==> src/logic/cache_geom_pkg.sv <==
// Geometry of the per-hart data caches.
// Two ways, 256 sets of 8-byte lines over a 17-bit byte address.
// Modules import this for address slicing and for the line type.

package cache_geom_pkg;

    localparam int ADDR_W     = 17;
    localparam int SETS       = 256;
    localparam int LINE_BYTES = 8;

    // address split: tag | index | offset
    localparam int OFFSET_W = 3;   // bits 2..0
    localparam int INDEX_W  = 8;   // bits 10..3
    localparam int TAG_W    = 6;   // bits 16..11

    // one cache line, little-endian
    // words[1] holds bytes 7..4, bytes[i] is the byte at offset i
    typedef union packed {
        logic [1:0][31:0] words;   // reads and word stores
        logic [7:0][7:0]  bytes;   // byte stores
    } line_data_t;

endpackage

==> src/logic/mem_arbiter.sv <==
// Round-robin arbiter between the two caches and main memory.
// A grant covers one whole transaction, from start until memory done.
// On a tie the port not served last wins. Done and the line go only
// to the granted port.

module mem_arbiter (
    input  logic                              clk,
    input  logic                              rst_n,
    input  logic                              req0,
    input  logic                              req1,
    input  logic                              we0,
    input  logic                              we1,
    input  logic [cache_geom_pkg::ADDR_W-1:0] addr0,
    input  logic [cache_geom_pkg::ADDR_W-1:0] addr1,
    input  logic [31:0]                       wdata0,
    input  logic [31:0]                       wdata1,
    input  logic                              size0,
    input  logic                              size1,
    output logic                              done0,
    output logic                              done1,
    output cache_geom_pkg::line_data_t        rline0,
    output cache_geom_pkg::line_data_t        rline1,
    output logic                              start,
    output logic                              we,
    output logic [cache_geom_pkg::ADDR_W-1:0] addr,
    output logic [31:0]                       wdata,
    output logic                              size,
    input  logic                              done,
    input  cache_geom_pkg::line_data_t        rline
);
    logic busy;
    logic grant;   // port currently owning memory
    logic prio;    // port that wins a tie
    logic pick;

    assign pick = (req0 && req1) ? prio : req1;

    always_ff @(posedge clk or negedge rst_n) begin
        if (!rst_n) begin
            busy  <= 1'b0;
            grant <= 1'b0;
            prio  <= 1'b0;
            start <= 1'b0;
        end else begin
            start <= 1'b0;
            if (busy) begin
                if (done) begin
                    busy <= 1'b0;
                    prio <= !grant;
                end
            end else if (req0 || req1) begin
                busy  <= 1'b1;
                grant <= pick;
                start <= 1'b1;
            end
        end
    end

    assign we    = grant ? we1 : we0;
    assign addr  = grant ? addr1 : addr0;
    assign wdata = grant ? wdata1 : wdata0;
    assign size  = grant ? size1 : size0;

    assign done0  = busy && done && !grant;
    assign done1  = busy && done && grant;
    assign rline0 = grant ? '0 : rline;
    assign rline1 = grant ? rline : '0;

endmodule

==> config.mk <==
export PLATFORM = sky130hd
export DESIGN_NAME = mem_arbiter
export DESIGN_NICKNAME = d
export VERILOG_FILES = /design/src/logic/cache_geom_pkg.sv /design/src/logic/mem_arbiter.sv
export SDC_FILE = /design/constraint.sdc
export NUM_CORES = 1
export LEC_CHECK = 0
export BUFFER_PORTS_ARGS = -buffer_cell sky130_fd_sc_hd__buf_2
export CAP_MARGIN = 20
export CORE_AREA = 2 2 136 138
export CTS_BUF_LIST = sky130_fd_sc_hd__clkbuf_16
export DETAILED_ROUTE_END_ITERATION = 8
export DIE_AREA = 0 0 138 140
export SLEW_MARGIN = 5
export SYNTH_ARGS = -nofsm -noshare
export SYNTH_HDL_FRONTEND = slang
export SYNTH_SLANG_ARGS = --single-unit
==> constraint.sdc <==
create_clock -name clk -period 2 [get_ports clk]
set_input_delay 0.3 -clock clk [delete_from_list [all_inputs] [get_ports clk]]
set_output_delay 0.3 -clock clk [all_outputs]
set_load 0.1 [all_outputs]
After elaboration in Yosys (flattened, before gate mapping)
Index checks and enable logic that the tools add are counted.
{"block": "word_totals", "input_bits": 171, "word_cells": 24, "out_inout_bits": 182, "reg_bits": 4}
{"block": "classes", "n_bitwise": 1, "n_mux": 11, "n_reduce_logical": 8}
{"operator": "64-bit 2-to-1 mux", "n": 2}
{"operator": "32-bit 2-to-1 mux", "n": 1}
{"operator": "17-bit 2-to-1 mux", "n": 1}
{"operator": "1-bit 2-to-1 mux", "n": 7}
{"operator": "1-bit logical AND", "n": 4}
{"operator": "2-bit AND reduction", "n": 2}
{"operator": "1-bit logical NOT", "n": 1}
{"operator": "1-bit logical OR", "n": 1}
{"operator": "1-bit NOT", "n": 1}

Depth between registers and ports, before layout
{"block": "depth", "ltp_word": 3, "ltp_mapped": 3, "depth_no_buf": 2}

Least setup slack after synthesis
No wires, ideal clock.
{"block": "synth_path", "kind": "register to output", "startpoint": "register grant", "endpoint": "output rline0[0] (netlist name)", "setup_slack_ns": -0.333, "t_arrival_ns": 2.033, "t_required_ns": 1.700, "n_path_buf": 2, "stages_incl_launch_ff": 4, "cell_sequence": "dfrtp_1 -> buf_4 -> buf_2 -> nor2b_1"}
{"element": "from (decl)", "line": "mem_arbiter.sv:32", "source": "logic grant;"}
{"element": "from (signal assigned)", "line": "mem_arbiter.sv:53", "source": "grant <= pick;"}
{"element": "to (decl)", "line": "mem_arbiter.sv:21", "source": "output cache_geom_pkg::line_data_t rline0,"}

==> results.sh <==
export IMPL_die_width_microns=138
export IMPL_rsz0062_at_grt="no"
export IMPL_worstSetupEndpointType="output port"
export IMPL_core_area_sq_um=17800
export IMPL_globalplace_congestion=0.922
export IMPL_worstPathRequired_ns=1.70
export IMPL_cts_tree="built"
export IMPL_avgSynthCellArea_sq_um=8.74
export IMPL_path_max_fanout=74
export IMPL_syn_nets=385
export IMPL_layout_worst_path_cycle_share=0.957
export IMPL_critPathMaxStageDelay_ns=0.50
export IMPL_syn_inst=214
export IMPL_drt_iter0_drc=105
export IMPL_area_growth_pct=236
export IMPL_grt_pass1_vias=2800
export IMPL_power_density_nw_per_um2=1400
export IMPL_outcome="finished clean"
export IMPL_ant_nets=0
export IMPL_p_leak_nw=3.08
export IMPL_finClkSkew_ns=0.00564
export IMPL_path_cells="buf_12 -> nor2b_1 -> buf_2"
export IMPL_ys_types=16
export IMPL_yosys_warnings=0
export IMPL_die_area_sq_um=19300
export IMPL_yosysSeqAreaShare=0.0535
export IMPL_overflow=0
export IMPL_rows=49
export IMPL_layout_drive_gt1_share=0.744
export IMPL_cts_repair_resized=0
export IMPL_root_buffer="clkbuf_16"
export IMPL_max_freq_ghz=0.523
export IMPL_cap_violations=0
export IMPL_numCtsBuffers=3
export IMPL_die_h_microns=140
export IMPL_grtUsageTotal=0.102
export IMPL_cts_setup_buffers=0
export IMPL_critPathArrivalTime_ns=1.61
export IMPL_antenna_found_initial=1
export IMPL_cts_hold_buf=1
export IMPL_cts_path_max_buffers=2
export IMPL_maxSlewHeadroom=0.668
export IMPL_grt_pass1_wl_microns=16000
export IMPL_synthTopCellsByArea="mux2_4, nor2b_1, and2_1"
export IMPL_start_util=0.105
export IMPL_finalSetupTns_ns=0
export IMPL_utilization=0.353
export IMPL_power_mw=8.80
export IMPL_layout_commonest_cell="buf_2"
export IMPL_setup_viol=0
export IMPL_clkTransAtPathRegs_ns=0.03
export IMPL_worstMarginPinSlew_ns=0.501
export IMPL_clk_latency_ns=0.23
export IMPL_wirelength_microns=10600
export IMPL_route_detailed_drc=0
export IMPL_synth_top_area_cell="mux2_4"
export IMPL_crit_type="reg2out"
export IMPL_hold_path_class="in2reg"
export IMPL_fill_cells=1762
export IMPL_ioPinCount=353
export IMPL_synth_top_area_frac=0.401
export IMPL_route_vias_total=2758
export IMPL_hold_viol_final=0
export IMPL_nNetsFinal=727
export IMPL_cp_slowest_cell="dfrtp_4"
export IMPL_peakVddDrop_v=0.000704
export IMPL_ff2ff_setup_slack_ns=0.84
export IMPL_grt_max_degree=75
export IMPL_dr_pass1_iters=4
export IMPL_wl_per_cell_microns=13.5
export IMPL_start_kind="flop"
export IMPL_portBuffers=352
export IMPL_fin_crit_ns=1.91
export IMPL_final_cell_mix="buf_2, buf_12, and2_1, nor2b_1, mux2_4"
export IMPL_cts_htree_levels=1
export IMPL_ys_ff_latch=4
export IMPL_clock_sinks=4
export IMPL_viasPerCell=3.51
export IMPL_syn_area_sq_um=1870
export IMPL_drv_slew=0
==> path summary, 6_finish.rpt <==
kind	end	startpoint	cells after the start
max in group asynchronous	grant	rst_n	2
max	rline0[35]	grant	3
min in group asynchronous	grant	rst_n	2
min	start	req0	3
max reg2reg	prio	grant	3
min reg2reg	prio	prio	1
==> kinds of logic after synthesis <==
logic type | after synthesis | synth area share
AND/OR/NAND/NOR | 136 | 0.451
multiplexers | 51 | 0.407
buffers and inverters | 20 | 0.0749
flip-flops | 4 | 0.0535
AO/OA/AOI/OAI | 3 | 0.0134
==> layout make-up <==
cell class / instances / area, sq um / area share
sequential: 4 / 104 / 0.0165
antenna: 1 / 2.50 / 0.000399
clock inverter: 1 / 3.75 / 0.000598
timing repair buffer: 357 / 4170 / 0.664
tap: 229 / 287 / 0.0457
multi-input combinational: 190 / 1640 / 0.261
clock buffer: 3 / 75.1 / 0.0120
==> report_power, final <==
group	total, mW	internal [mW]	leakage, nW	switching (mW)
Clock	0.316	0.258	0.0423	0.0581
Sequential	0.119	0.100	0.0468	0.0184
Combinational	8.37	2.74	2.99	5.63
Total	8.80	3.10	3.08	5.70
==> registers in the layout (all words and copies together) (netlist names) <==
register	flops
grant	1
start	1
busy	1
prio	1
==> through the flow <==
| stage | instance area (sq um) | setup WS (ns) | hold slack [ns] | cells |
|---|---|---|---|---|
| global route | 6280 | 0.0215 | 0.348 | 785 |
| CTS | 6270 | 0.0866 | 0.328 | 784 |
| global placement | 6180 | 0.335 | 0.108 | 779 |
| floorplan | 1880 | -0.333 | 0.00441 | 214 |
| detailed placement | 6180 | 0.339 | 0.110 | 779 |
| finish | 6280 | 0.0864 | 0.325 | 785 |
==> worst max-delay path: cells and delay by family, from the launching register on <==
| family | cells | cell delay, ns |
|---|---|---|
| buffers and inverters | 2 | 0.67 |
| DFF | 1 | 0.50 |
| and+or+nand+nor | 1 | 0.18 |
==> synthesized netlist by cell type <==
cell type	number
dfrtp_1	4
buf_4	1
and2_1	64
and3_1	1
a21o_1	1
mux2_4	50
o31a_1	1
and3b_1	1
a2bb2oi_1	1
clkbuf_2	5
buf_2	8
buf_6	6
nor2b_1	66
nor2_1	2
nand2_1	2
mux2_2	1
==> per-layer routing <==
layer  part of all wire  global-route usage  routed length [microns]
met5                  0                   0                        0
met4              0.024              0.0328                      251
met1               0.36               0.111                     3830
met2               0.52               0.189                     5520
met3              0.095              0.0291                     1010
(Power assumes the default switching activity.)
